==> config.mk <==
export PLATFORM = sky130hd
export DESIGN_NAME = busArbiter_flat
export DESIGN_NICKNAME = d
export VERILOG_FILES = /design/src/source/cpuIsaPkg.sv /design/src/source/cpuBusPkg.sv /design/src/source/ctrlBus.sv /design/src/source/busArbiter.sv /design/src/flat_wrapper.sv
export SDC_FILE = /design/constraint.sdc
export NUM_CORES = 1
export LEC_CHECK = 0
export ABC_AREA = 1
export BUFFER_PORTS_ARGS = -buffer_cell sky130_fd_sc_hd__buf_4
export CAP_MARGIN = 20
export CORE_AREA = 2 2 89 91
export DETAILED_ROUTE_END_ITERATION = 8
export DIE_AREA = 0 0 91 93
export GPL_TIMING_DRIVEN = 0
export PLACE_DENSITY = 0.73
export SYNTH_ARGS = -nofsm -noshare
export SYNTH_HDL_FRONTEND = slang
export SYNTH_SLANG_ARGS = --single-unit
==> constraint.sdc <==
create_clock -name vclk -period 0.8
set_input_delay 0.08 -clock vclk [all_inputs]
set_output_delay 0.08 -clock vclk [all_outputs]
set_load 0.01 [all_outputs]
==> src/source/cpuIsaPkg.sv <==
package cpuIsaPkg;

    localparam int opcodeWidth   = 5;
    localparam int regFieldWidth = 4;
    localparam int constWidth    = 19;
    localparam int unusedWidth   = 15;

    // five bit opcodes with gaps in the numbering
    localparam logic [opcodeWidth-1:0] opLd     = 5'b00000;
    localparam logic [opcodeWidth-1:0] opLdi    = 5'b00001;
    localparam logic [opcodeWidth-1:0] opSt     = 5'b00010;
    localparam logic [opcodeWidth-1:0] opAdd    = 5'b00011;
    localparam logic [opcodeWidth-1:0] opSub    = 5'b00100;
    localparam logic [opcodeWidth-1:0] opAnd    = 5'b00101;
    localparam logic [opcodeWidth-1:0] opOr     = 5'b00110;
    localparam logic [opcodeWidth-1:0] opShr    = 5'b00111;
    localparam logic [opcodeWidth-1:0] opShl    = 5'b01001;
    localparam logic [opcodeWidth-1:0] opAddi   = 5'b01100;
    localparam logic [opcodeWidth-1:0] opAndi   = 5'b01101;
    localparam logic [opcodeWidth-1:0] opOri    = 5'b01110;
    localparam logic [opcodeWidth-1:0] opNeg    = 5'b10001;
    localparam logic [opcodeWidth-1:0] opNot    = 5'b10010;
    localparam logic [opcodeWidth-1:0] opBranch = 5'b10011;
    localparam logic [opcodeWidth-1:0] opIn     = 5'b10110;
    localparam logic [opcodeWidth-1:0] opOut    = 5'b10111;
    localparam logic [opcodeWidth-1:0] opNop    = 5'b11010;
    localparam logic [opcodeWidth-1:0] opHalt   = 5'b11011;

    // branch condition in rb[1:0]
    localparam logic [1:0] condZero    = 2'b00;
    localparam logic [1:0] condNonZero = 2'b01;

    typedef union packed {
        struct packed {
            logic [opcodeWidth-1:0]   opcode;
            logic [regFieldWidth-1:0] ra;
            logic [regFieldWidth-1:0] rb;
            logic [regFieldWidth-1:0] rc;
            logic [unusedWidth-1:0]   unused;
        } regForm;
        struct packed {
            logic [opcodeWidth-1:0]   opcode;
            logic [regFieldWidth-1:0] ra;
            logic [regFieldWidth-1:0] rb;
            logic [constWidth-1:0]    constant;
        } immForm;
    } instrWord;

endpackage

==> src/source/cpuBusPkg.sv <==
package cpuBusPkg;

    // width of the internal bus and of every datapath register
    localparam int dataWidth = 32;

    // general purpose registers with R0 as the zero base
    localparam int regCount = 16;

    // RAM address width for 512 words
    localparam int memAddrWidth = 9;

endpackage

==> src/source/ctrlBus.sv <==
`timescale 1ns/1ns

interface ctrlBus (
    input logic clk
);
    // in strobes
    logic pcIn, incPc, marIn, mdrIn, irIn, yIn, zIn, conIn, rIn, outPortIn;
    // out strobes that are one-hot or all low
    logic pcOut, zLowOut, mdrOut, rOut, baOut, cOut, inPortOut;
    logic gra, grb, grc;           // register field selects
    logic memRead, memWrite;
    cpuIsaPkg::instrWord ir;
    logic con;                     // branch condition from the execute unit

    modport seq (
        input  clk, con,
        output pcIn, incPc, marIn, mdrIn, irIn, yIn, zIn, conIn, rIn, outPortIn,
        output pcOut, zLowOut, mdrOut, rOut, baOut, cOut, inPortOut,
        output gra, grb, grc, memRead, memWrite, ir
    );

    modport dp (
        input  clk,
        input  pcIn, incPc, marIn, mdrIn, irIn, yIn, zIn, conIn, rIn, outPortIn,
        input  pcOut, zLowOut, mdrOut, rOut, baOut, cOut, inPortOut,
        input  gra, grb, grc, memRead, memWrite, ir,
        output con
    );

    modport arb (
        input clk, pcOut, zLowOut, mdrOut, rOut, baOut, cOut, inPortOut, ir
    );
endinterface

==> src/source/busArbiter.sv <==
`timescale 1ns/1ns

module busArbiter (
    ctrlBus.arb                               ctl,
    input  logic [cpuBusPkg::dataWidth-1:0]   regData,
    input  logic [cpuBusPkg::dataWidth-1:0]   zLow,
    input  logic [cpuBusPkg::dataWidth-1:0]   mdrData,
    input  logic [cpuBusPkg::dataWidth-1:0]   pcData,
    input  logic [cpuBusPkg::dataWidth-1:0]   inPort,
    output logic [cpuBusPkg::dataWidth-1:0]   bus
);

    logic [cpuBusPkg::dataWidth-1:0] constExt;
    logic [cpuIsaPkg::constWidth-1:0] constField;

    assign constField = ctl.ir.immForm.constant;
    assign constExt = {
        {(cpuBusPkg::dataWidth - cpuIsaPkg::constWidth){constField[cpuIsaPkg::constWidth-1]}},
        constField
    };

    always_comb begin
        if (ctl.rOut || ctl.baOut)
            bus = regData;
        else if (ctl.zLowOut)
            bus = zLow;
        else if (ctl.mdrOut)
            bus = mdrData;
        else if (ctl.pcOut)
            bus = pcData;
        else if (ctl.cOut)
            bus = constExt;
        else if (ctl.inPortOut)
            bus = inPort;
        else
            bus = '0;     // idle bus
    end

    // the sequencer never lets two sources drive at once
    assert property (@(posedge ctl.clk)
        $onehot0({ctl.rOut, ctl.baOut, ctl.zLowOut, ctl.mdrOut, ctl.pcOut, ctl.cOut,
                  ctl.inPortOut}));

endmodule

==> src/flat_wrapper.sv <==
// flat-port wrapper written by rule: the top's interface ports become plain ports
module busArbiter_flat 
  (regData, zLow, mdrData, pcData, inPort, bus, clk, ctl_pcOut, ctl_zLowOut, ctl_mdrOut, ctl_rOut, ctl_baOut, ctl_cOut, ctl_inPortOut, ctl_ir);
  ctrlBus ctl_i (.clk(clk));
  input  logic [cpuBusPkg::dataWidth-1:0] regData;
  input  logic [cpuBusPkg::dataWidth-1:0] zLow;
  input  logic [cpuBusPkg::dataWidth-1:0] mdrData;
  input  logic [cpuBusPkg::dataWidth-1:0] pcData;
  input  logic [cpuBusPkg::dataWidth-1:0] inPort;
  output logic [cpuBusPkg::dataWidth-1:0] bus;
  input wire logic clk;
  input wire logic [$bits(ctl_i.pcOut)-1:0] ctl_pcOut;
  input wire logic [$bits(ctl_i.zLowOut)-1:0] ctl_zLowOut;
  input wire logic [$bits(ctl_i.mdrOut)-1:0] ctl_mdrOut;
  input wire logic [$bits(ctl_i.rOut)-1:0] ctl_rOut;
  input wire logic [$bits(ctl_i.baOut)-1:0] ctl_baOut;
  input wire logic [$bits(ctl_i.cOut)-1:0] ctl_cOut;
  input wire logic [$bits(ctl_i.inPortOut)-1:0] ctl_inPortOut;
  input wire logic [$bits(ctl_i.ir)-1:0] ctl_ir;
  assign ctl_i.pcOut = ctl_pcOut;
  assign ctl_i.zLowOut = ctl_zLowOut;
  assign ctl_i.mdrOut = ctl_mdrOut;
  assign ctl_i.rOut = ctl_rOut;
  assign ctl_i.baOut = ctl_baOut;
  assign ctl_i.cOut = ctl_cOut;
  assign ctl_i.inPortOut = ctl_inPortOut;
  assign ctl_i.ir = ctl_ir;
  busArbiter u_core (.ctl(ctl_i), .regData(regData), .zLow(zLow), .mdrData(mdrData), .pcData(pcData), .inPort(inPort), .bus(bus));
endmodule
==> run_results.csv <==
group,metric,value,unit
sta,rsz0062_at_grt,"true",
drt,ant_nets,0,
placed_design,place_hpwl,8338,um
pwr,swShare,0.4503,
placed_design,gp_congestion,0.8388,
critical_path,path_max_fanout,10,
placed_design,dpl.cell_count,758,
layout,fin_area,4412,um^2
critical_path,cp_slowest_cell,"or2_4",
pwr,combPwrFrac,1.000,
sta,fin_crit,1.168,ns
die,initial_core_util,0.2867,
layout,drive_above_1_share,0.5429,
sta,period_share,1.460,
layout,area_delta_synth_final,104.4,%
run_status,status,"finished, violations left",
drt,drt-initial-drc-count,156,
synth,synthCells,441,
synth,yosysSeqAreaShare,0,
synth,synth_area_leader_cell,"nand2_1",
global_route,grt_util_all_layers,0.2244,
critical_path,crit_buf_inv,4,
drt,avgRoutedWirePerCell,13.82,um
critical_path,startpoint_type,"primary input",
die,row_count,32,
sta,setup_viol,32,
layout,fin_nets,867,
pwr,ir_drop,0.3127,mV
critical_path,arrival,1.09,ns
drt,firstDrtPassIters,4,
synth,yosys.area.top_type_share,0.3339,
min_path,min_path_type,"primary input to primary output",
synth,netlist-cell-type-count,12,
drt,viasPerCell,4.707,
global_route,grt_pass1_vias,3404,
synth,syn_area,2158,um^2
pwr,p_int,1345,uW
critical_path,critical_path_required,0.72,ns
synth,netlist_top_cells_count,"192 x nand2_1, 86 x a21oi_1, 64 x inv_1",
pwr,seqPwrFrac,0,
sta,slew_headroom,0.7721,
placed_design,port_buffers,215,
drt,drt_wl_total,10600,um
layout,design.seq.count,0,
global_route,grt_max_degree,11,
die,io_pins,232,
critical_path,startpoint,"ctl_rOut",
layout,stdcell_count,767,
synth,synth_nets,641,
pwr,clkPwrFrac,0,
critical_path,critical_path.top_delay_family,"buffers and inverters",
layout,nFillCells,759,
synth,yosysMostFrequentCell,"nand2_1",
pwr,power_switching,1102,uW
global_route,overflow,0,
layout,seq_area,0,um^2
clock_tree,postCtsHoldBufs,0,
synth,syn_avg_cell_area,4.894,um^2
pwr,p_per_area,554.7,nW/um^2
critical_path,critPathCaptureType,"primary output",
drt,drc,0,
critical_path,cp_num_cells,7,
sta,maxSlewViolCount,0,
die,dieArea,8463,um^2
layout,clkbuf_count,0,
global_route,grt_pass1_wl,15810,um
sta,hold_slack,0.4394,ns
die,die_w,91,um
placed_design,placed_area,3979,um^2
sta,fmaxAchievable,856.3,MHz
synth,synth_top_cells_by_area,"nand2_1 33%, a21oi_1 20%, a21oi_2 12%",
critical_path,endpoint,"bus[16]",
layout,diodes,0,
sta,setup_ws,-0.3679,ns
critical_path,crit_chain,"buf_6, or2_4, buf_12, clkbuf_4, nand2_1, nand2_2, buf_4",
die,core-area,7527,um^2
pwr,leakage,0.002454,uW
min_path,min_from,"regData[2]",
layout,multi_input_area,1851,um^2
drt,via_count,3610,
sta,tightestPinTransition,0.3418,ns
global_route,antenna_found_initial,0,
sta,hold_viol,0,
critical_path,crit_type,"primary input to primary output",
critical_path,critical_path.max_stage_delay,0.26,ns
flow_run,cap_viol_max_count,0,
run_status,violations,"negative setup slack",
die,fp.dieH,93,um
synth,yosys_warnings,0,
[area by class of cell]
class / instances / area share
Tap cell: 102 / 0.02893
Timing Repair Buffer: 224 / 0.4206
Inverter: 65 / 0.05814
Buffer: 36 / 0.07289
Multi-Input combinational cell: 340 / 0.4195
[layer usage]
| layer | part of all wire | global-route usage | up-vias |
|---|---|---|---|
| met1 | 0.39 | 0.2583 | 1626 |
| met2 | 0.52 | 0.4383 | 150 |
| met3 | 0.073 | 0.03707 | 14 |
| li1 | - | - | 1820 |
| met5 | 0 | 0 | - |
| met4 | 0.013 | 0.03662 | 0 |
[kinds of logic (layout without fill, tap and decap cells)]
family | count (synthesis) | count (layout) | share of synthesized area
buffers and inverters | 101 | 325 | 0.2255
AO/OA/AOI/OAI | 115 | 115 | 0.3171
AND/OR/NAND/NOR | 225 | 225 | 0.4574
[worst min-delay path by stage]
stage               slack (ns)  endpoint  depth (start not counted)
finish                    0.44    bus[2]                          4
floorplan                 0.28   bus[10]                          2
global route              0.46   bus[24]                          4
global placement          0.44    bus[2]                          4
CTS                       0.44    bus[2]                          4
detailed placement        0.44    bus[2]                          4
[cell usage in the layout, fill, tap and decap left out, types with 5 or more instances in the layout]
| master | Yosys | layout |
|---|---|---|
| clkbuf_2 | 0 | 6 |
| buf_4 | 4 | 195 |
| buf_6 | 10 | 30 |
| a21oi_2 | 29 | 34 |
| nand3_1 | 12 | 11 |
| nand2_2 | 0 | 40 |
| nand2_1 | 192 | 152 |
| nand3_2 | 20 | 20 |
| buf_12 | 0 | 5 |
| inv_1 | 64 | 64 |
| a21oi_1 | 86 | 77 |
| buf_8 | 0 | 5 |
| buf_2 | 12 | 12 |
[power groups by stage]
stage | registers [uW] | logic (uW) | clock network (uW)
6_report | 0 | 2450 | 0
4_1_cts | 0 | 2300 | 0
2_1_floorplan | 0 | 1020 | 0
3_5_place_dp | 0 | 2140 | 0
5_1_grt | 0 | 2660 | 0
3_3_place_gp | 0 | 2110 | 0
[what timing repair did]
item	4_1_cts	5_1_grt
resized for setup	41	51
setup buffers	4	0
pin swaps	12	23
cloned	4	1
setup endpoints to repair	32	32
[through the flow]
step                setup WS (ns)  power, uW  setup TNS (ns)    util
finish                    -0.3679       2447          -10.67  0.5861
CTS                       -0.3607       2299          -10.80  0.5585
global placement          -0.4469       2106          -12.23  0.5286
floorplan                -0.08164       1024          -2.293       -
detailed placement        -0.4662       2143          -12.73  0.5286
global route              -0.4066       2656          -12.07  0.5861
(Power assumes the default switching activity.)
