[src/source/cpuIsaPkg.sv]
package cpuIsaPkg;

    localparam int opcodeWidth   = 5;
    localparam int regFieldWidth = 4;
    localparam int constWidth    = 19;
    localparam int unusedWidth   = 15;

    // five bit opcodes with gaps in the numbering
    localparam logic [opcodeWidth-1:0] opLd     = 5'b00000;
    localparam logic [opcodeWidth-1:0] opLdi    = 5'b00001;
    localparam logic [opcodeWidth-1:0] opSt     = 5'b00010;
    localparam logic [opcodeWidth-1:0] opAdd    = 5'b00011;
    localparam logic [opcodeWidth-1:0] opSub    = 5'b00100;
    localparam logic [opcodeWidth-1:0] opAnd    = 5'b00101;
    localparam logic [opcodeWidth-1:0] opOr     = 5'b00110;
    localparam logic [opcodeWidth-1:0] opShr    = 5'b00111;
    localparam logic [opcodeWidth-1:0] opShl    = 5'b01001;
    localparam logic [opcodeWidth-1:0] opAddi   = 5'b01100;
    localparam logic [opcodeWidth-1:0] opAndi   = 5'b01101;
    localparam logic [opcodeWidth-1:0] opOri    = 5'b01110;
    localparam logic [opcodeWidth-1:0] opNeg    = 5'b10001;
    localparam logic [opcodeWidth-1:0] opNot    = 5'b10010;
    localparam logic [opcodeWidth-1:0] opBranch = 5'b10011;
    localparam logic [opcodeWidth-1:0] opIn     = 5'b10110;
    localparam logic [opcodeWidth-1:0] opOut    = 5'b10111;
    localparam logic [opcodeWidth-1:0] opNop    = 5'b11010;
    localparam logic [opcodeWidth-1:0] opHalt   = 5'b11011;

    // branch condition in rb[1:0]
    localparam logic [1:0] condZero    = 2'b00;
    localparam logic [1:0] condNonZero = 2'b01;

    typedef union packed {
        struct packed {
            logic [opcodeWidth-1:0]   opcode;
            logic [regFieldWidth-1:0] ra;
            logic [regFieldWidth-1:0] rb;
            logic [regFieldWidth-1:0] rc;
            logic [unusedWidth-1:0]   unused;
        } regForm;
        struct packed {
            logic [opcodeWidth-1:0]   opcode;
            logic [regFieldWidth-1:0] ra;
            logic [regFieldWidth-1:0] rb;
            logic [constWidth-1:0]    constant;
        } immForm;
    } instrWord;

endpackage

[src/source/cpuBusPkg.sv]
package cpuBusPkg;

    // width of the internal bus and of every datapath register
    localparam int dataWidth = 32;

    // general purpose registers with R0 as the zero base
    localparam int regCount = 16;

    // RAM address width for 512 words
    localparam int memAddrWidth = 9;

endpackage

[src/source/ctrlBus.sv]
`timescale 1ns/1ns

interface ctrlBus (
    input logic clk
);
    // in strobes
    logic pcIn, incPc, marIn, mdrIn, irIn, yIn, zIn, conIn, rIn, outPortIn;
    // out strobes that are one-hot or all low
    logic pcOut, zLowOut, mdrOut, rOut, baOut, cOut, inPortOut;
    logic gra, grb, grc;           // register field selects
    logic memRead, memWrite;
    cpuIsaPkg::instrWord ir;
    logic con;                     // branch condition from the execute unit

    modport seq (
        input  clk, con,
        output pcIn, incPc, marIn, mdrIn, irIn, yIn, zIn, conIn, rIn, outPortIn,
        output pcOut, zLowOut, mdrOut, rOut, baOut, cOut, inPortOut,
        output gra, grb, grc, memRead, memWrite, ir
    );

    modport dp (
        input  clk,
        input  pcIn, incPc, marIn, mdrIn, irIn, yIn, zIn, conIn, rIn, outPortIn,
        input  pcOut, zLowOut, mdrOut, rOut, baOut, cOut, inPortOut,
        input  gra, grb, grc, memRead, memWrite, ir,
        output con
    );

    modport arb (
        input clk, pcOut, zLowOut, mdrOut, rOut, baOut, cOut, inPortOut, ir
    );
endinterface

[src/source/execUnit.sv]
`timescale 1ns/1ns

module execUnit #(
    parameter logic [cpuBusPkg::dataWidth-1:0] resetPc = '0
) (
    input  logic                              clk,
    input  logic                              clr,
    ctrlBus.dp                                ctl,
    input  logic [cpuBusPkg::dataWidth-1:0]   bus,
    output logic [cpuBusPkg::dataWidth-1:0]   zLow,
    output logic [cpuBusPkg::dataWidth-1:0]   pcData
);

    logic [cpuBusPkg::dataWidth-1:0] y;
    logic [cpuBusPkg::dataWidth-1:0] z;
    logic [cpuBusPkg::dataWidth-1:0] aluOut;
    logic [cpuBusPkg::dataWidth-1:0] pc;
    logic isBranch;

    assign isBranch = ctl.ir.regForm.opcode == cpuIsaPkg::opBranch;

    always_comb begin
        case (ctl.ir.regForm.opcode)
            cpuIsaPkg::opSub:                     aluOut = y - bus;
            cpuIsaPkg::opAnd, cpuIsaPkg::opAndi:  aluOut = y & bus;
            cpuIsaPkg::opOr, cpuIsaPkg::opOri:    aluOut = y | bus;
            cpuIsaPkg::opShl:                     aluOut = y << bus[4:0];
            cpuIsaPkg::opShr:                     aluOut = y >> bus[4:0];
            cpuIsaPkg::opNeg:                     aluOut = -bus;    // Y not involved
            cpuIsaPkg::opNot:                     aluOut = ~bus;
            default:                              aluOut = y + bus; // address and offset sums too
        endcase
    end

    always_ff @(posedge clk) begin
        if (ctl.yIn)
            y <= bus;
        if (ctl.zIn)
            z <= aluOut;
    end

    // a branch target only lands when the condition held
    always_ff @(posedge clk or posedge clr) begin
        if (clr)
            pc <= resetPc;
        else if (ctl.pcIn && (!isBranch || ctl.con))
            pc <= bus;
        else if (ctl.incPc)
            pc <= pc + 1'b1;
    end

    always_ff @(posedge clk or posedge clr) begin
        if (clr) begin
            ctl.con <= 1'b0;
        end else if (ctl.conIn) begin
            case (ctl.ir.immForm.rb[1:0])
                cpuIsaPkg::condZero:    ctl.con <= bus == '0;
                cpuIsaPkg::condNonZero: ctl.con <= bus != '0;
                default:                ctl.con <= 1'b0;   // brpl/brmi not built
            endcase
        end
    end

    assign zLow = z;
    assign pcData = pc;

endmodule

[src/flat_wrapper.sv]
// flat-port wrapper written by rule: the top's interface ports become plain ports
module execUnit_flat 
#(
    parameter logic [cpuBusPkg::dataWidth-1:0] resetPc = '0
)
  (clk, clr, bus, zLow, pcData, ctl_pcIn, ctl_incPc, ctl_marIn, ctl_mdrIn, ctl_irIn, ctl_yIn, ctl_zIn, ctl_conIn, ctl_rIn, ctl_outPortIn, ctl_pcOut, ctl_zLowOut, ctl_mdrOut, ctl_rOut, ctl_baOut, ctl_cOut, ctl_inPortOut, ctl_gra, ctl_grb, ctl_grc, ctl_memRead, ctl_memWrite, ctl_ir, ctl_con);
  ctrlBus ctl_i (.clk(clk));
  input  logic clk;
  input  logic clr;
  input  logic [cpuBusPkg::dataWidth-1:0] bus;
  output logic [cpuBusPkg::dataWidth-1:0] zLow;
  output logic [cpuBusPkg::dataWidth-1:0] pcData;
  input wire logic [$bits(ctl_i.pcIn)-1:0] ctl_pcIn;
  input wire logic [$bits(ctl_i.incPc)-1:0] ctl_incPc;
  input wire logic [$bits(ctl_i.marIn)-1:0] ctl_marIn;
  input wire logic [$bits(ctl_i.mdrIn)-1:0] ctl_mdrIn;
  input wire logic [$bits(ctl_i.irIn)-1:0] ctl_irIn;
  input wire logic [$bits(ctl_i.yIn)-1:0] ctl_yIn;
  input wire logic [$bits(ctl_i.zIn)-1:0] ctl_zIn;
  input wire logic [$bits(ctl_i.conIn)-1:0] ctl_conIn;
  input wire logic [$bits(ctl_i.rIn)-1:0] ctl_rIn;
  input wire logic [$bits(ctl_i.outPortIn)-1:0] ctl_outPortIn;
  input wire logic [$bits(ctl_i.pcOut)-1:0] ctl_pcOut;
  input wire logic [$bits(ctl_i.zLowOut)-1:0] ctl_zLowOut;
  input wire logic [$bits(ctl_i.mdrOut)-1:0] ctl_mdrOut;
  input wire logic [$bits(ctl_i.rOut)-1:0] ctl_rOut;
  input wire logic [$bits(ctl_i.baOut)-1:0] ctl_baOut;
  input wire logic [$bits(ctl_i.cOut)-1:0] ctl_cOut;
  input wire logic [$bits(ctl_i.inPortOut)-1:0] ctl_inPortOut;
  input wire logic [$bits(ctl_i.gra)-1:0] ctl_gra;
  input wire logic [$bits(ctl_i.grb)-1:0] ctl_grb;
  input wire logic [$bits(ctl_i.grc)-1:0] ctl_grc;
  input wire logic [$bits(ctl_i.memRead)-1:0] ctl_memRead;
  input wire logic [$bits(ctl_i.memWrite)-1:0] ctl_memWrite;
  input wire logic [$bits(ctl_i.ir)-1:0] ctl_ir;
  output wire logic [$bits(ctl_i.con)-1:0] ctl_con;
  assign ctl_i.pcIn = ctl_pcIn;
  assign ctl_i.incPc = ctl_incPc;
  assign ctl_i.marIn = ctl_marIn;
  assign ctl_i.mdrIn = ctl_mdrIn;
  assign ctl_i.irIn = ctl_irIn;
  assign ctl_i.yIn = ctl_yIn;
  assign ctl_i.zIn = ctl_zIn;
  assign ctl_i.conIn = ctl_conIn;
  assign ctl_i.rIn = ctl_rIn;
  assign ctl_i.outPortIn = ctl_outPortIn;
  assign ctl_i.pcOut = ctl_pcOut;
  assign ctl_i.zLowOut = ctl_zLowOut;
  assign ctl_i.mdrOut = ctl_mdrOut;
  assign ctl_i.rOut = ctl_rOut;
  assign ctl_i.baOut = ctl_baOut;
  assign ctl_i.cOut = ctl_cOut;
  assign ctl_i.inPortOut = ctl_inPortOut;
  assign ctl_i.gra = ctl_gra;
  assign ctl_i.grb = ctl_grb;
  assign ctl_i.grc = ctl_grc;
  assign ctl_i.memRead = ctl_memRead;
  assign ctl_i.memWrite = ctl_memWrite;
  assign ctl_i.ir = ctl_ir;
  assign ctl_con = ctl_i.con;
  execUnit #(.resetPc(resetPc)) u_core (.clk(clk), .clr(clr), .ctl(ctl_i), .bus(bus), .zLow(zLow), .pcData(pcData));
endmodule
[config.mk]
export PLATFORM = sky130hd
export DESIGN_NAME = execUnit_flat
export DESIGN_NICKNAME = d
export VERILOG_FILES = /design/src/source/cpuIsaPkg.sv /design/src/source/cpuBusPkg.sv /design/src/source/ctrlBus.sv /design/src/source/execUnit.sv /design/src/flat_wrapper.sv
export SDC_FILE = /design/constraint.sdc
export NUM_CORES = 1
export LEC_CHECK = 0
export BUFFER_PORTS_ARGS = -buffer_cell sky130_fd_sc_hd__buf_2
export CORE_ASPECT_RATIO = 2
export CORE_MARGIN = 2
export CORE_UTILIZATION = 55
export CTS_BUF_LIST = sky130_fd_sc_hd__clkbuf_8
export DETAILED_ROUTE_END_ITERATION = 6
export HOLD_SLACK_MARGIN = 0.12
export PLACE_DENSITY = 0.76
export SLEW_MARGIN = 20
export SYNTH_ARGS = -nofsm -noshare
export SYNTH_HDL_FRONTEND = slang
export SYNTH_SLANG_ARGS = --single-unit
export TNS_END_PERCENT = 10
[constraint.sdc]
create_clock -name clk -period 7.2 [get_ports clk]
set_input_delay 0.36 -clock clk [delete_from_list [all_inputs] [get_ports clk]]
set_output_delay 0.36 -clock clk [all_outputs]
set_load 0.05 [all_outputs]
==> results.toml <==
[status]
status = "finished, final reports clean"

[hold_path]
hp-start = "bus[13]"
whs_path_depth = 1
timing.hold.worst_endpoint = "u_core.y[13]$_DFFE_PP_"
hold_path_class = "input pin to register"

[final_layout]
share_of_layout_cells_above_drive_strength_1_pct = 13.2
num-nets-final = 1744
antenna_cells_inserted = 0
flow.area_growth_from_synthesis_pct = 7.24
fin_area_um2 = 12900

[place]
global_placer_s_final_weighted_congestion = 1.11
place_ws_ns = 2.67
buffers_added_on_ports = 110
postPlaceCellArea_um2 = 12700
dp_hpwl_um = 42000

[global_route]
first_pass_grt_wire_length_um = 80400
number_of_antenna_violations_at_the_first_check_in_global_routing = 1
via_count_of_the_first_global_routing_pass = 12500
grt_overflow = 0
grt_start_max_net_pins = 71
grt.total_usage_pct = 48.5

[routing]
drt_drc_violations_left = 0
antenna_violating_nets_post_route = 0
vias_per_cell = 7.16
detail_route.iter0.violations = 1421
average_detailed_routed_wire_length_per_instance_um = 30.3
detail_route.first_pass.iterations = 6
num_vias = 13100
wl_um = 55400

[critical_path]
critPathKind = "input pin to register"
reg2reg_slack_ns = 3.12
reg2reg_from = "u_core.y[0]$_DFFE_PP_"
r2r_cells = 12
crit_arrival_ns = 4.36
worst_setup_path_start_kind = "input pin"
critPathMaxFanout = 34
critPathCaptureType = "register"
worstReg2RegEnd = "u_core.zLow[26]$_DFFE_PP_"
worst-endpoint-required_ns = 7.39

[sta]
rsz0062_at_grt = "no"
timing.final.crit_share_pct = 57.9
finClkSkew_ns = 0.0150
final_number_of_max_transition_violations = 0
fin_setup_tns_ns = 0
hold_slack_ns = 0.143
setup_violations = 0
setup_slack_ns = 3.03
hold_viol = 0
slew_limit_headroom_pct = 25.6
max_clock_freq_ghz = 0.240
tmin_final_ns = 4.17
worst_pin_slew_ns = 1.12

[floorplanning]
initial_utilization_pct = 55.9
placement_rows = 76
die-height_um = 213
number_of_top_level_pins = 153
die_width_um = 109
design.core.area_um2 = 21600
die_area_um2 = 23200

[synthesis]
synth_enable_flop_cells = 64
post_synth.cell_area_avg_um2 = 8.02
postSynth.asyncResetShare_pct = 34.0
synth_nets = 1699
synth_cells = 1505
syn-cell-area_um2 = 12100
share_of_synthesized_area_occupied_by_flip_flops_and_latches_pct = 22.8
predominant_post_synthesis_flop_cell = "sky130_fd_sc_hd__edfxtp_1"
netlist-cell-type-count = 82
yosysWarningCount = 0
ys_seq_elements = 97

[cts]
cts_buffer_depth = 2
cts_sinks = 97
cts_tree = "built"
cts.reportedPaths.clkPinSlew_ns = 0.12
clkLatencyLatePin_ns = 0.45
ctsRootBufferMaster = "sky130_fd_sc_hd__clkbuf_8"
cts_inserted_buffers = 9
cts_max_level = 3

[pwr]
p_sw_share_pct = 49.7
p_seq_share_pct = 31.5
finalPower_mw = 2.37
power.leakage_nw = 5.40
comb_power_share_pct = 51.3
cellPowerDensity_nw_per_um2 = 184
irDropWorstVdd_v = 0.000138
cell_internal_pwr_mw = 1.19
clock_power_share_pct = 17.2
netSwitchingPower_mw = 1.18

[run]
max_cap_viol_count = 0
-- timing repair --
item / CTS / global route
endpoints found under the setup margin: 0 / 0
resized for setup: 0 / 0
setup buffers: 0 / 0
hold buffers: 1 / 0
endpoints found under the hold margin: 33 / 0
-- critical path, cell delays in order --
cell and delay [ns]:
sky130_fd_sc_hd__buf_2 0.14, sky130_fd_sc_hd__nor2b_2 0.16, sky130_fd_sc_hd__buf_4 0.26, sky130_fd_sc_hd__nand2_1 0.18, sky130_fd_sc_hd__nand2_1 0.10, sky130_fd_sc_hd__ha_1 0.23, sky130_fd_sc_hd__fa_1 0.43, sky130_fd_sc_hd__nor2b_1 0.17
sky130_fd_sc_hd__o31a_1 0.38, sky130_fd_sc_hd__o2111ai_2 0.24, sky130_fd_sc_hd__o21ai_2 0.35, sky130_fd_sc_hd__nand3_1 0.25, sky130_fd_sc_hd__a311oi_2 0.57, sky130_fd_sc_hd__mux2i_1 0.15, sky130_fd_sc_hd__nor3_1 0.22, sky130_fd_sc_hd__o311ai_1 0.15
-- cell usage after synthesis (4+ instances only) --
cell type                   instances  area share [%]
sky130_fd_sc_hd__o21ai_0           75             3.1
sky130_fd_sc_hd__o22ai_1           33             1.7
sky130_fd_sc_hd__a211o_1            5            0.36
sky130_fd_sc_hd__dfrtp_1           33             6.8
sky130_fd_sc_hd__a311oi_1           4            0.29
sky130_fd_sc_hd__mux2_2            10            0.93
sky130_fd_sc_hd__nand2_1          134             4.2
sky130_fd_sc_hd__a221oi_1           5            0.36
sky130_fd_sc_hd__nor2b_1            9            0.47
sky130_fd_sc_hd__nor2_1           165             5.1
sky130_fd_sc_hd__o21ai_1           18            0.75
sky130_fd_sc_hd__mux4_2            31             5.8
sky130_fd_sc_hd__o32ai_1            4            0.29
sky130_fd_sc_hd__xnor2_1           31             2.3
sky130_fd_sc_hd__edfxtp_1          64              16
sky130_fd_sc_hd__inv_1             78             2.4
sky130_fd_sc_hd__buf_2             19            0.79
sky130_fd_sc_hd__a21o_1            27             1.7
sky130_fd_sc_hd__mux2i_1           57             4.7
sky130_fd_sc_hd__nand2b_1          14            0.73
sky130_fd_sc_hd__nand4_1           22             1.1
sky130_fd_sc_hd__nor4_1            11            0.57
sky130_fd_sc_hd__a2111oi_0          4            0.29
sky130_fd_sc_hd__clkbuf_1          59             1.8
sky130_fd_sc_hd__and3_1            14            0.73
sky130_fd_sc_hd__a21oi_1          181             7.5
sky130_fd_sc_hd__or3_1              6            0.31
sky130_fd_sc_hd__mux2_1             4            0.37
sky130_fd_sc_hd__o211ai_1          20             1.2
sky130_fd_sc_hd__a31oi_1           16            0.83
sky130_fd_sc_hd__and2_1             6            0.31
sky130_fd_sc_hd__ha_1             104              11
sky130_fd_sc_hd__a211oi_1          23             1.4
sky130_fd_sc_hd__o31ai_1            7            0.44
sky130_fd_sc_hd__nand3_1           30             1.2
sky130_fd_sc_hd__o21bai_1           7            0.44
sky130_fd_sc_hd__a22oi_1            5            0.31
sky130_fd_sc_hd__xor2_1            43             3.1
sky130_fd_sc_hd__o21a_1             7            0.44
sky130_fd_sc_hd__o221ai_1          21             1.5
sky130_fd_sc_hd__buf_1             12            0.37
sky130_fd_sc_hd__nor3_1            26             1.1
-- kinds of logic (layout without fill, tap and decap cells) --
family	after synthesis	count (layout)	share of synthesized area (%)
buf+inv	176	226	5.83
simple gates	452	452	16.9
compound gates	497	497	26.0
mux	103	103	11.9
xor+xnor	74	74	5.37
flops	97	97	22.8
fa+ha+maj	106	106	11.1
-- flip-flops by register name (all words and copies together), names as in the netlist --
register,flops
u_core.ctl.con,1
u_core.zLow,32
u_core.pcData,32
u_core.y,32
-- through the flow --
| stage | std cells | utilization, % |
|---|---|---|
| after global routing | 1828 | 59.9 |
| after floorplan | 1505 | - |
| after global placement | 1811 | 59.0 |
| after detailed placement | 1811 | 59.0 |
| after CTS | 1828 | 59.9 |
| final | 1828 | 59.9 |
-- cell usage in the layout (no fill, tap or decap), drive strengths merged, types with 33 or more instances in the layout --
cell / count
a21oi: 181
inv: 84
buf: 127
nand2: 134
edfxtp: 64
ha: 104
mux2i: 57
o22ai: 33
o21ai: 94
xor2: 43
nor2: 166
dfrtp: 33
-- power groups by stage --
| stage | sequential [mW] | clock [mW] | combinational [mW] |
|---|---|---|---|
| floorplan | 0.904 | 0 | 0.651 |
| global placement | 0.752 | 0 | 1.16 |
| detailed placement | 0.755 | 0 | 1.17 |
| CTS | 0.743 | 0.412 | 1.18 |
| global route | 0.752 | 0.422 | 1.29 |
| finish | 0.748 | 0.407 | 1.22 |
-- final cells by class --
cell class | count | area (µm²)
Fill cell | 1995 | 8650
Multi-Input combinational cell | 1232 | 8650
Sequential cell | 97 | 2750
Timing Repair Buffer | 128 | 691
Tap cell | 273 | 342
Inverter | 82 | 308
Clock buffer | 9 | 124
Clock inverter | 7 | 76.3
-- how the worst max path moves through the flow --
stage	startpoint	end	slack, ns	cells past startpoint
floorplan	ctl_ir[31]	u_core.zLow[28]$_DFFE_PP_	3.26	15
global placement	ctl_ir[27]	u_core.zLow[30]$_DFFE_PP_	2.74	16
detailed placement	ctl_ir[27]	u_core.zLow[30]$_DFFE_PP_	2.67	16
CTS	ctl_ir[27]	u_core.zLow[30]$_DFFE_PP_	3.14	16
global route	ctl_ir[27]	u_core.zLow[30]$_DFFE_PP_	2.92	16
finish	ctl_ir[27]	u_core.zLow[30]$_DFFE_PP_	3.03	16
-- routing by layer --
metal / wire length, µm / up-vias / share of wire [%] / GRT usage [%]
li1: - / 5675 / - / -
met4: 6750 / 2 / 12 / 46.4
met1: 18100 / 6202 / 33 / 52.5
met5: 18 / - / 0.032 / 0
met2: 25300 / 889 / 46 / 76.3
met3: 5350 / 325 / 9.7 / 11.2
Power figures use the tool's default switching activity.
