<file path="src/source/cpuIsaPkg.sv">
package cpuIsaPkg;

    localparam int opcodeWidth   = 5;
    localparam int regFieldWidth = 4;
    localparam int constWidth    = 19;
    localparam int unusedWidth   = 15;

    // five bit opcodes with gaps in the numbering
    localparam logic [opcodeWidth-1:0] opLd     = 5'b00000;
    localparam logic [opcodeWidth-1:0] opLdi    = 5'b00001;
    localparam logic [opcodeWidth-1:0] opSt     = 5'b00010;
    localparam logic [opcodeWidth-1:0] opAdd    = 5'b00011;
    localparam logic [opcodeWidth-1:0] opSub    = 5'b00100;
    localparam logic [opcodeWidth-1:0] opAnd    = 5'b00101;
    localparam logic [opcodeWidth-1:0] opOr     = 5'b00110;
    localparam logic [opcodeWidth-1:0] opShr    = 5'b00111;
    localparam logic [opcodeWidth-1:0] opShl    = 5'b01001;
    localparam logic [opcodeWidth-1:0] opAddi   = 5'b01100;
    localparam logic [opcodeWidth-1:0] opAndi   = 5'b01101;
    localparam logic [opcodeWidth-1:0] opOri    = 5'b01110;
    localparam logic [opcodeWidth-1:0] opNeg    = 5'b10001;
    localparam logic [opcodeWidth-1:0] opNot    = 5'b10010;
    localparam logic [opcodeWidth-1:0] opBranch = 5'b10011;
    localparam logic [opcodeWidth-1:0] opIn     = 5'b10110;
    localparam logic [opcodeWidth-1:0] opOut    = 5'b10111;
    localparam logic [opcodeWidth-1:0] opNop    = 5'b11010;
    localparam logic [opcodeWidth-1:0] opHalt   = 5'b11011;

    // branch condition in rb[1:0]
    localparam logic [1:0] condZero    = 2'b00;
    localparam logic [1:0] condNonZero = 2'b01;

    typedef union packed {
        struct packed {
            logic [opcodeWidth-1:0]   opcode;
            logic [regFieldWidth-1:0] ra;
            logic [regFieldWidth-1:0] rb;
            logic [regFieldWidth-1:0] rc;
            logic [unusedWidth-1:0]   unused;
        } regForm;
        struct packed {
            logic [opcodeWidth-1:0]   opcode;
            logic [regFieldWidth-1:0] ra;
            logic [regFieldWidth-1:0] rb;
            logic [constWidth-1:0]    constant;
        } immForm;
    } instrWord;

endpackage

</file>
<file path="src/source/cpuBusPkg.sv">
package cpuBusPkg;

    // width of the internal bus and of every datapath register
    localparam int dataWidth = 32;

    // general purpose registers with R0 as the zero base
    localparam int regCount = 16;

    // RAM address width for 512 words
    localparam int memAddrWidth = 9;

endpackage

</file>
<file path="src/source/ctrlBus.sv">
`timescale 1ns/1ns

interface ctrlBus (
    input logic clk
);
    // in strobes
    logic pcIn, incPc, marIn, mdrIn, irIn, yIn, zIn, conIn, rIn, outPortIn;
    // out strobes that are one-hot or all low
    logic pcOut, zLowOut, mdrOut, rOut, baOut, cOut, inPortOut;
    logic gra, grb, grc;           // register field selects
    logic memRead, memWrite;
    cpuIsaPkg::instrWord ir;
    logic con;                     // branch condition from the execute unit

    modport seq (
        input  clk, con,
        output pcIn, incPc, marIn, mdrIn, irIn, yIn, zIn, conIn, rIn, outPortIn,
        output pcOut, zLowOut, mdrOut, rOut, baOut, cOut, inPortOut,
        output gra, grb, grc, memRead, memWrite, ir
    );

    modport dp (
        input  clk,
        input  pcIn, incPc, marIn, mdrIn, irIn, yIn, zIn, conIn, rIn, outPortIn,
        input  pcOut, zLowOut, mdrOut, rOut, baOut, cOut, inPortOut,
        input  gra, grb, grc, memRead, memWrite, ir,
        output con
    );

    modport arb (
        input clk, pcOut, zLowOut, mdrOut, rOut, baOut, cOut, inPortOut, ir
    );
endinterface

</file>
<file path="src/source/controlSequencer.sv">
`timescale 1ns/1ns

module controlSequencer (
    input  logic                              clk,
    input  logic                              clr,
    input  logic                              stop,
    ctrlBus.seq                               ctl,
    input  logic [cpuBusPkg::dataWidth-1:0]   bus,
    output logic                              run
);

    localparam logic [5:0]
        stIdle  = 6'd0,  stT0    = 6'd1,  stT1    = 6'd2,  stT2    = 6'd3,
        stAT3   = 6'd4,  stAT4   = 6'd5,  stAT5   = 6'd6,
        stIT3   = 6'd7,  stIT4   = 6'd8,  stIT5   = 6'd9,
        stNT3   = 6'd10, stNT4   = 6'd11,
        stLdT3  = 6'd12, stLdT4  = 6'd13, stLdT5  = 6'd14, stLdT6  = 6'd15, stLdT7 = 6'd16,
        stLdiT3 = 6'd17, stLdiT4 = 6'd18, stLdiT5 = 6'd19,
        stStT3  = 6'd20, stStT4  = 6'd21, stStT5  = 6'd22, stStT6  = 6'd23, stStT7 = 6'd24,
        stBrT3  = 6'd25, stBrT4  = 6'd26, stBrT5  = 6'd27, stBrT6  = 6'd28,
        stInT3  = 6'd29, stOutT3 = 6'd30, stNopT3 = 6'd31, stHalt  = 6'd32;

    logic [5:0] state;
    logic [5:0] nextState;
    cpuIsaPkg::instrWord fetched;

    // in T2 the new instruction is on the bus while IR loads
    assign fetched = bus;

    always_ff @(posedge clk) begin
        if (ctl.irIn)
            ctl.ir <= bus;
    end

    always_ff @(posedge clk or posedge clr) begin
        if (clr)
            state <= stIdle;
        else if (stop)
            state <= stHalt;
        else
            state <= nextState;
    end

    always_comb begin
        case (state)
            stIdle:  nextState = stT0;
            stT0:    nextState = stT1;
            stT1:    nextState = stT2;
            stT2: begin
                case (fetched.regForm.opcode)
                    cpuIsaPkg::opAdd, cpuIsaPkg::opSub, cpuIsaPkg::opAnd, cpuIsaPkg::opOr,
                    cpuIsaPkg::opShl, cpuIsaPkg::opShr:    nextState = stAT3;
                    cpuIsaPkg::opAddi, cpuIsaPkg::opAndi,
                    cpuIsaPkg::opOri:                      nextState = stIT3;
                    cpuIsaPkg::opNeg, cpuIsaPkg::opNot:    nextState = stNT3;
                    cpuIsaPkg::opLd:                       nextState = stLdT3;
                    cpuIsaPkg::opLdi:                      nextState = stLdiT3;
                    cpuIsaPkg::opSt:                       nextState = stStT3;
                    cpuIsaPkg::opBranch:                   nextState = stBrT3;
                    cpuIsaPkg::opIn:                       nextState = stInT3;
                    cpuIsaPkg::opOut:                      nextState = stOutT3;
                    cpuIsaPkg::opNop:                      nextState = stNopT3;
                    cpuIsaPkg::opHalt:                     nextState = stHalt;
                    default:                               nextState = stT0;
                endcase
            end
            stAT3:   nextState = stAT4;
            stAT4:   nextState = stAT5;
            stIT3:   nextState = stIT4;
            stIT4:   nextState = stIT5;
            stNT3:   nextState = stNT4;
            stLdT3:  nextState = stLdT4;
            stLdT4:  nextState = stLdT5;
            stLdT5:  nextState = stLdT6;
            stLdT6:  nextState = stLdT7;
            stLdiT3: nextState = stLdiT4;
            stLdiT4: nextState = stLdiT5;
            stStT3:  nextState = stStT4;
            stStT4:  nextState = stStT5;
            stStT5:  nextState = stStT6;
            stStT6:  nextState = stStT7;
            stBrT3:  nextState = stBrT4;
            stBrT4:  nextState = stBrT5;
            stBrT5:  nextState = stBrT6;
            stHalt:  nextState = stHalt;     // held until clr
            default: nextState = stT0;       // last step of every instruction
        endcase
    end

    // strobes decoded from the state with none in idle
    assign ctl.pcOut     = state inside {stT0, stBrT4};
    assign ctl.marIn     = state inside {stT0, stLdT5, stStT5};
    assign ctl.incPc     = state == stT0;
    assign ctl.memRead   = state inside {stT1, stLdT6};
    assign ctl.mdrIn     = state inside {stT1, stLdT6, stStT6};
    assign ctl.mdrOut    = state inside {stT2, stLdT7};
    assign ctl.irIn      = state == stT2;
    assign ctl.gra       = state inside {stAT5, stIT5, stNT4, stLdT7, stLdiT5, stStT6,
                                         stBrT3, stInT3, stOutT3};
    assign ctl.grb       = state inside {stAT3, stIT3, stNT3, stLdT3, stLdiT3, stStT3};
    assign ctl.grc       = state == stAT4;
    assign ctl.rOut      = state inside {stAT3, stAT4, stIT3, stNT3, stStT6, stBrT3, stOutT3};
    assign ctl.baOut     = state inside {stLdT3, stLdiT3, stStT3};
    assign ctl.rIn       = state inside {stAT5, stIT5, stNT4, stLdT7, stLdiT5, stInT3};
    assign ctl.yIn       = state inside {stAT3, stIT3, stLdT3, stLdiT3, stStT3, stBrT4};
    assign ctl.zIn       = state inside {stAT4, stIT4, stNT3, stLdT4, stLdiT4, stStT4, stBrT5};
    assign ctl.zLowOut   = state inside {stAT5, stIT5, stNT4, stLdT5, stLdiT5, stStT5, stBrT6};
    assign ctl.cOut      = state inside {stIT4, stLdT4, stLdiT4, stStT4, stBrT5};
    assign ctl.conIn     = state == stBrT3;
    assign ctl.pcIn      = state == stBrT6;    // gated by con in the execute unit
    assign ctl.inPortOut = state == stInT3;
    assign ctl.outPortIn = state == stOutT3;
    assign ctl.memWrite  = state == stStT7;

    // run drops one cycle after halt is reached
    always_ff @(posedge clk or posedge clr) begin
        if (clr)
            run <= 1'b1;
        else if (state == stHalt)
            run <= 1'b0;
    end

    // a register write never overlaps a RAM write
    assert property (@(posedge clk) disable iff (clr) !(ctl.rIn && ctl.memWrite));

endmodule

</file>
<file path="src/flat_wrapper.sv">
// flat-port wrapper written by rule: the top's interface ports become plain ports
module controlSequencer_flat 
  (clk, clr, stop, bus, run, ctl_con, ctl_pcIn, ctl_incPc, ctl_marIn, ctl_mdrIn, ctl_irIn, ctl_yIn, ctl_zIn, ctl_conIn, ctl_rIn, ctl_outPortIn, ctl_pcOut, ctl_zLowOut, ctl_mdrOut, ctl_rOut, ctl_baOut, ctl_cOut, ctl_inPortOut, ctl_gra, ctl_grb, ctl_grc, ctl_memRead, ctl_memWrite, ctl_ir);
  ctrlBus ctl_i (.clk(clk));
  input  logic clk;
  input  logic clr;
  input  logic stop;
  input  logic [cpuBusPkg::dataWidth-1:0] bus;
  output logic run;
  input wire logic [$bits(ctl_i.con)-1:0] ctl_con;
  output wire logic [$bits(ctl_i.pcIn)-1:0] ctl_pcIn;
  output wire logic [$bits(ctl_i.incPc)-1:0] ctl_incPc;
  output wire logic [$bits(ctl_i.marIn)-1:0] ctl_marIn;
  output wire logic [$bits(ctl_i.mdrIn)-1:0] ctl_mdrIn;
  output wire logic [$bits(ctl_i.irIn)-1:0] ctl_irIn;
  output wire logic [$bits(ctl_i.yIn)-1:0] ctl_yIn;
  output wire logic [$bits(ctl_i.zIn)-1:0] ctl_zIn;
  output wire logic [$bits(ctl_i.conIn)-1:0] ctl_conIn;
  output wire logic [$bits(ctl_i.rIn)-1:0] ctl_rIn;
  output wire logic [$bits(ctl_i.outPortIn)-1:0] ctl_outPortIn;
  output wire logic [$bits(ctl_i.pcOut)-1:0] ctl_pcOut;
  output wire logic [$bits(ctl_i.zLowOut)-1:0] ctl_zLowOut;
  output wire logic [$bits(ctl_i.mdrOut)-1:0] ctl_mdrOut;
  output wire logic [$bits(ctl_i.rOut)-1:0] ctl_rOut;
  output wire logic [$bits(ctl_i.baOut)-1:0] ctl_baOut;
  output wire logic [$bits(ctl_i.cOut)-1:0] ctl_cOut;
  output wire logic [$bits(ctl_i.inPortOut)-1:0] ctl_inPortOut;
  output wire logic [$bits(ctl_i.gra)-1:0] ctl_gra;
  output wire logic [$bits(ctl_i.grb)-1:0] ctl_grb;
  output wire logic [$bits(ctl_i.grc)-1:0] ctl_grc;
  output wire logic [$bits(ctl_i.memRead)-1:0] ctl_memRead;
  output wire logic [$bits(ctl_i.memWrite)-1:0] ctl_memWrite;
  output wire logic [$bits(ctl_i.ir)-1:0] ctl_ir;
  assign ctl_i.con = ctl_con;
  assign ctl_pcIn = ctl_i.pcIn;
  assign ctl_incPc = ctl_i.incPc;
  assign ctl_marIn = ctl_i.marIn;
  assign ctl_mdrIn = ctl_i.mdrIn;
  assign ctl_irIn = ctl_i.irIn;
  assign ctl_yIn = ctl_i.yIn;
  assign ctl_zIn = ctl_i.zIn;
  assign ctl_conIn = ctl_i.conIn;
  assign ctl_rIn = ctl_i.rIn;
  assign ctl_outPortIn = ctl_i.outPortIn;
  assign ctl_pcOut = ctl_i.pcOut;
  assign ctl_zLowOut = ctl_i.zLowOut;
  assign ctl_mdrOut = ctl_i.mdrOut;
  assign ctl_rOut = ctl_i.rOut;
  assign ctl_baOut = ctl_i.baOut;
  assign ctl_cOut = ctl_i.cOut;
  assign ctl_inPortOut = ctl_i.inPortOut;
  assign ctl_gra = ctl_i.gra;
  assign ctl_grb = ctl_i.grb;
  assign ctl_grc = ctl_i.grc;
  assign ctl_memRead = ctl_i.memRead;
  assign ctl_memWrite = ctl_i.memWrite;
  assign ctl_ir = ctl_i.ir;
  controlSequencer u_core (.clk(clk), .clr(clr), .stop(stop), .ctl(ctl_i), .bus(bus), .run(run));
endmodule
</file>
<file path="config.mk">
export PLATFORM = sky130hd
export DESIGN_NAME = controlSequencer_flat
export DESIGN_NICKNAME = d
export VERILOG_FILES = /design/src/source/cpuIsaPkg.sv /design/src/source/cpuBusPkg.sv /design/src/source/ctrlBus.sv /design/src/source/controlSequencer.sv /design/src/flat_wrapper.sv
export SDC_FILE = /design/constraint.sdc
export NUM_CORES = 1
export LEC_CHECK = 0
export BUFFER_PORTS_ARGS = -buffer_cell sky130_fd_sc_hd__buf_2
export CAP_MARGIN = 20
export CORE_UTILIZATION = 39
export CTS_BUF_LIST = sky130_fd_sc_hd__clkbuf_4 sky130_fd_sc_hd__clkbuf_8 sky130_fd_sc_hd__clkbuf_16
export CTS_CLUSTER_DIAMETER = 50
export DETAILED_ROUTE_END_ITERATION = 12
export PLACE_DENSITY_LB_ADDON = 0.15
export SYNTH_ARGS = -nofsm -noshare
export SYNTH_HDL_FRONTEND = slang
export SYNTH_SLANG_ARGS = --single-unit
export TNS_END_PERCENT = 30
</file>
<file path="constraint.sdc">
create_clock -name clk -period 2.83 [get_ports clk]
set_input_delay 0 -clock clk [delete_from_list [all_inputs] [get_ports clk]]
set_output_delay 0 -clock clk [all_outputs]
set_load 0.02 [all_outputs]
</file>
==> results of run 1 <==
[Yosys cell counts (all sizes together), types with 2 or more instances]
cell	number
inv	8
dfrtp	6
nor3	12
o211ai	5
edfxtp	32
clkbuf	7
nand4	2
nor2	29
o21ai	16
nor2b	9
or4	2
or2b	2
nand3b	3
buf	14
o21a	2
and3b	2
a211oi	5
mux2i	4
nand2b	9
a311oi	2
nand2	16
ha	6
a21oi	18
nor3b	2
nor4	6
and2	2
a21o	2
a31oi	4
a221oi	2
nand3	4
[routing by layer]
| metal | up-vias | global-route usage, % | routed length [um] |
|---|---|---|---|
| met4 | 0 | 6.36 | 72 |
| met1 | 996 | 26.8 | 2830 |
| met3 | 6 | 2.51 | 314 |
| met5 | - | 0 | 0 |
| li1 | 1131 | - | - |
| met2 | 84 | 31.6 | 2680 |
[metrics by stage]
| step | std cells | setup slack (ns) | hold slack, ns | area [um^2] | util [%] |
|---|---|---|---|---|---|
| 2_1_floorplan | 246 | 0.431 | -0.197 | 2330 | - |
| 3_3_place_gp | 394 | 0.893 | -0.0576 | 2830 | 50.2 |
| 3_5_place_dp | 394 | 0.897 | -0.0539 | 2830 | 50.2 |
| 4_1_cts | 433 | 0.579 | 0.0225 | 3230 | 57.3 |
| 5_1_grt | 433 | 0.439 | 0.0293 | 3230 | 57.3 |
| 6_report | 433 | 0.583 | 0.0359 | 3230 | 57.3 |
[sequential cells by signal (all words and copies together) (netlist names)]
name           flops
u_core.ctl.ir     32
u_core.run         1
u_core.state       6
[final cells by class]
cell class	instances	share of cell area, %
Multi-Input combinational cell	178	33.1
Clock buffer	7	2.59
Clock inverter	1	0.155
Sequential cell	39	35.2
Inverter	8	0.930
Timing Repair Buffer	128	25.3
Tap cell	72	2.79
[worst max path at each step]
stage | start | to | depth (start not counted)
global route | u_core.state[3]$_DFF_PP0_ | ctl_grb | 7
floorplan | u_core.state[2]$_DFF_PP0_ | u_core.state[2]$_DFF_PP0_ | 6
detailed placement | u_core.state[2]$_DFF_PP0_ | u_core.ctl.ir[2]$_DFFE_PP_ | 4
CTS | u_core.state[3]$_DFF_PP0_ | ctl_grb | 7
global placement | u_core.state[2]$_DFF_PP0_ | u_core.ctl.ir[20]$_DFFE_PP_ | 4
finish | u_core.state[3]$_DFF_PP0_ | ctl_grb | 7
[report_power, final]
part           internal [uW]  switching, uW
registers                625           2.43
logic                   90.2            111
clock network            192            179
[worst reg2reg max path, cell delays in order, from the launching register on]
cell	delay, ns
dfrtp_1	0.47
or2_4	0.33
or4_4	0.44
inv_1	0.09
buf_4	0.30
[timing repair]
action	CTS	global route
hold endpoints to repair	38	0
setup buffers	0	0
hold buffers	31	0
[cell families (layout without fill, tap and decap cells)]
| group | count (synthesis) | count (layout) | share of synthesized area [%] |
|---|---|---|---|
| adders and majority gates | 6 | 6 | 3.22 |
| DFF | 39 | 39 | 48.7 |
| muxes | 4 | 4 | 1.71 |
| and+or+nand+nor | 103 | 103 | 23.2 |
| buffers and inverters | 29 | 144 | 5.52 |
| AOI/OAI and AO/OA | 65 | 65 | 17.7 |
==> metrics, run 1 <==
outcome finished clean; Tightest Pin Transition roughly 0.45 ns; library cell occupying the most area in the post-synthesis netlist edfxtp_1; number of synthesized flops with an enable pin 32; clock tree from TritonCTS yes; top library cells by usage in the layout, fill and taps aside buf_2, edfxtp_1, dlygate4sd3_1, nor2_1, a21oi_1; peak per-stage delay on the critical path between 0.4 and 0.5 ns; required time of the worst setup path between 2 and 3 ns; Final setup violation count 0; RR Startpoint u_core.state[2]$_DFF_PP0_; Lkg Pwr approximately 0.0013 uW; crit end category output port; antenna viol nets, final 0; via count of the first global-routing pass approximately 2,000; sequential cell area fraction in the yosys report between 40% and 50%; commonest non-fill, non-tap cell in the layout buf_2; worst-case clock skew 0.00907 ns; placer congestion estimate 0.843; detailed-router iteration count before antenna repair 4; CP top delay family simple AND/OR/NAND/NOR gates; cell at the root of the clock tree clkbuf_8; Placement Rows 27; fillcell total a little under 500; Initial Utilization between 40% and 50%; clock latency of the later-clocked register in the worst-skew pair 0.29 ns; Clock Pin Slew Worst Setup and Hold Paths roughly 0.08 ns; max-cap check violation count 0; Worst Hold End u_core.ctl.ir[29]$_DFFE_PP_; Final Routed Wirelength a little under 6000 um; distinct cell type count of the synthesized netlist 48; combined buffer and inverter count along the critical path 2; Max Slew Vio Count 0; share of the synthesized area in the top cell type about two fifths; Max-slew headroom between 60% and 70%; Die Outline Area roughly 6300 um^2; DR WL/cell roughly 14 um; largest net degree at the start of global routing 35; Net count, final 402; chip height roughly 80 um; post-route minimum period around 2.2 ns; max frequency 0.445 GHz; setup repair after global routing missed its margin no; sum of internal, switching and leakage power 1200 uW; proportion of register bits with asynchronous set or reset after synthesis 17.9%; PwrDens ~370 nW/um^2; Seq. cell area about 1100 um^2; DRC errors left 0; startpoint of the lowest-slack hold path bus[29]; number of DRC markers in iteration 0 68; total of flip-flops plus latches after synthesis 39; Synth Net Count approximately 290; antenna violations before repair 0; total half-perimeter wirelength after legalization and detailed placement just under 4000 um; Mapped Cells 246; sum of overflow across all layers after global routing 0; worst reg-to-reg path cell count 4; wire length of the first global-routing pass 9610 um; Hold Violations, Final 0; PortBufs 89; number of top-level pins 91; endpoint of the most critical register-to-register path u_core.ctl.ir[14]$_DFFE_PP_; Synth Flop Type edfxtp_1; Global Route Usage Sum around a fifth; netlist area before placement about 2300 um^2; Critical Path Start Type flip-flop; final-layout setup total negative slack 0 ns; TritonCTS sink count 39; library cell contributing the largest single delay on the critical path dfrtp_1; core area between 5000 and 6000 um^2; vias per cell roughly 5.1; cells resized by post-CTS repair 0; Worst R2R Setup Slack 0.87 ns; cell types occupying the most area after synthesis edfxtp_1, dfrtp_1, nor2_1; overall die width between 70 and 80 um; total via count after detailed routing about 2,200; critical path data arrival time between 2 and 2.5 ns; area delta synth->final 38.4%; worst hold path type in2reg; synthesized area per cell 9.49 um^2; number of inserted diodes 0; Hold Crit Depth 1; ordered list of cells on the worst path buf_4 -> or2b_1 -> nor2_1 -> nor2_1 -> a211o_1 -> a21oi_1 -> buf_2; Worst Path Class, Setup reg2out; cell with the most instances on the worst path nor2_1; fraction of layout instances using a drive strength above 1 a little over 30%; number of buffers added by the clock tree synthesis step 5; share of the clock period used by the worst path after layout slightly below 80%; peak ir drop on the vdd network approximately 0.23 mV; CTS max path bufs 2; Yosys warning total 0; H-tree Lvls 2; area used by multi-input combinational logic ~1100 um^2; largest fanout on the critical path 19
(Power assumes the default switching activity.)
==> run 2: changes to the inputs <==
clock period = 2.15 ns   (was 2.83 ns; I/O delays follow)
==> run 2 against run 1 <==
Compared with the run above:
- final cell count is 0.92% higher
- largest cell class unchanged
- combinational power is 37% higher
- critical path type unchanged
- utilization rose by 2.0 points
==> metrics, run 2 (synthesized netlist as in run 1, its figures left out) <==
outcome finished clean; share of the clock period used by the worst path after layout 92.8%; registers with the highest flip-flop counts u_core.ctl.ir x32, u_core.state x6, u_core.run x1; Max-slew headroom 73.3% (+3.8 points); number of buffers added by the clock tree synthesis step 5 (unchanged); number of inserted diodes 0 (unchanged); worst-case clock skew 0.00840 ns (-0.000672 ns); Global Route Usage Sum 19.3% (-0.15 points); number of flip-flops under the largest register name 32 (unchanged); post-route minimum period ~2 ns; number of standard cells in the final layout excluding fillers 437 (+0.92%); CTS max path bufs 2 (unchanged); number of DRC markers in iteration 0 95 (+40%); worst-case setup slack after placement 0.313 ns (-0.584 ns); Clock Pin Slew Worst Setup and Hold Paths 0.08 ns (about the same); Initial Utilization 41.4% (unchanged); area used by multi-input combinational logic 1070 um^2 (+0.23%); worst hold path type in2reg; largest register by flop count u_core.ctl.ir; largest net degree at the start of global routing 35 (unchanged); vias per cell 5.15 (+0.60%); antenna violations before repair 0 (unchanged); chip height 79.4 um (unchanged); number of buffers added for setup after CTS 0 (unchanged); required time of the worst setup path 2.15 ns (-0.68 ns); critical path data arrival time 2.00 ns (-0.25 ns); Die Outline Area 6300 um^2 (unchanged); portion of total power attributed to combinational logic 16.4% (-0.4 points); area delta synth->final 43.2%; top library cells by usage in the layout, fill and taps aside buf_2, edfxtp_1, dlygate4sd3_1, nor2_1, a21oi_1; Placement Rows 27 (unchanged); library cell contributing the largest single delay on the critical path dfrtp_1; combined buffer and inverter count along the critical path 3 (+1); core area 5640 um^2 (unchanged); relative contribution of sequential cells to total power 49.2% (-3.1 points); PortBufs 89 (unchanged); Worst Path Class, Setup reg2out; Max Slew Vio Count 0 (unchanged); TritonCTS sink count 39 (unchanged); Final Routed Wirelength 5970 um (+1.3%); clock latency of the later-clocked register in the worst-skew pair 0.28 ns (about the same); total half-perimeter wirelength after legalization and detailed placement 4080 um (+2.6%); wire length of the first global-routing pass 9530 um (-0.86%); PwrDens 504 nW/um^2 (+36%); max frequency 0.501 GHz; number of top-level pins 91 (unchanged); max-cap check violation count 0 (unchanged); peak ir drop on the vdd network 0.423 mV (+83%); via count of the first global-routing pass 1,998 (-0.70%); antenna viol nets, final 0 (unchanged); commonest non-fill, non-tap cell in the layout buf_2; peak per-stage delay on the critical path 0.54 ns (+0.09 ns); setup repair after global routing missed its margin no; final-layout setup total negative slack 0 ns (unchanged); largest fanout on the critical path 12 (-7); clock tree from TritonCTS yes; cell at the root of the clock tree clkbuf_8; H-tree Lvls 2 (unchanged); DRC errors left 0 (unchanged); placer congestion estimate 0.867 (+2.8%); Critical Path Start Type flip-flop; CP top delay family simple AND/OR/NAND/NOR gates; number of cells after detailed placement 398 (+1.0%); setup slack after layout 0.154 ns (-0.429 ns); crit end category output port; ordered list of cells on the worst path nand2_1 -> or4_4 -> clkinvlp_4 -> buf_4 -> buf_2; Net count, final 406 (+1.0%); total via count after detailed routing 2,251 (+1.5%); net switching power of the design 390 uW (+33%); Final setup violation count 0 (unchanged); fraction of layout instances using a drive strength above 1 32.3% (+1.9 points); overall die width 79.4 um (unchanged); fillcell total 492 (+1.0%); Lkg Pwr 0.00136 uW (+2.0%); Tightest Pin Transition 0.397 ns (-0.0562 ns); clock network fraction of total power 34.4% (+3.5 points); detailed-router iteration count before antenna repair 4 (unchanged); Seq. cell area 1140 um^2 (+0.22%); Hold Violations, Final 0 (unchanged); internal power 1290 uW (+43%); sum of overflow across all layers after global routing 0 (unchanged); DR WL/cell 13.7 um (+0.34%); switching power share of the total 23.2% (-1.2 points)
run 2: changes by cell type in the layout (fill, tap and decap cells not counted), sizes merged:
cell and change:
inv -1, clkbuf -2, clkinv +1, clkinvlp +1, bufinv +1, buf +4
run 2: cell type report:
| type | instances | area share [%] |
|---|---|---|
| multi-input combinational | 178 | 32.0 |
| clock inverter | 3 | 1.31 |
| tap | 72 | 2.69 |
| clock buffer | 5 | 2.06 |
| timing repair buffer | 132 | 26.8 |
| sequential | 39 | 34.1 |
| inverter | 8 | 1.01 |
run 2: path summary, 6_finish.rpt:
| check | depth (start not counted) | slack, ns | start | to |
|---|---|---|---|---|
| setup / recovery | 5 | 0.15 | u_core.state[1]$_DFF_PP0_ | ctl_irIn |
| hold / removal | 1 | 0.04 | bus[29] | u_core.ctl.ir[29]$_DFFE_PP_ |
| setup reg to reg | 6 | 0.30 | u_core.state[1]$_DFF_PP0_ | u_core.state[2]$_DFF_PP0_ |
| hold reg to reg | 1 | 0.49 | u_core.run$_DFFE_PP1N_ | u_core.run$_DFFE_PP1N_ |
| max in group asynchronous | 3 | 1.65 | clr | u_core.run$_DFFE_PP1N_ |
| min in group asynchronous | 3 | 0.22 | clr | u_core.state[4]$_DFF_PP0_ |
run 2: repair_timing:
item / 4_1_cts / 5_1_grt
hold buffers: 31 / 0
endpoints found under the hold margin: 38 / 0
resized for setup: 0 / 3
endpoints found under the setup margin: 0 / 1
run 2: metrics by stage:
step	hold slack, ns	util (%)	cell area, um^2	power, uW
final	0.0442	59.3	3340	1680
after detailed placement	-0.0626	51.7	2920	1070
after CTS	0.0296	59.2	3340	1710
after global placement	-0.0584	51.7	2920	1070
after global routing	0.0393	59.3	3340	1780
after floorplan	-0.197	-	2340	992
run 2: power groups by stage:
stage,clock [uW],combinational (uW),sequential (uW)
2_1_floorplan,0,152,841
6_report,580,276,829
4_1_cts,606,272,829
5_1_grt,644,308,829
3_3_place_gp,0,228,846
3_5_place_dp,0,228,845
run 2: metal layers:
metal  GRT usage (%)  wire [um]  share of wire [%]
met1            26.2       2810                 47
met3            1.83        343                5.7
met2            32.5       2780                 46
met4            6.00         42               0.70
met5               0          0                  0
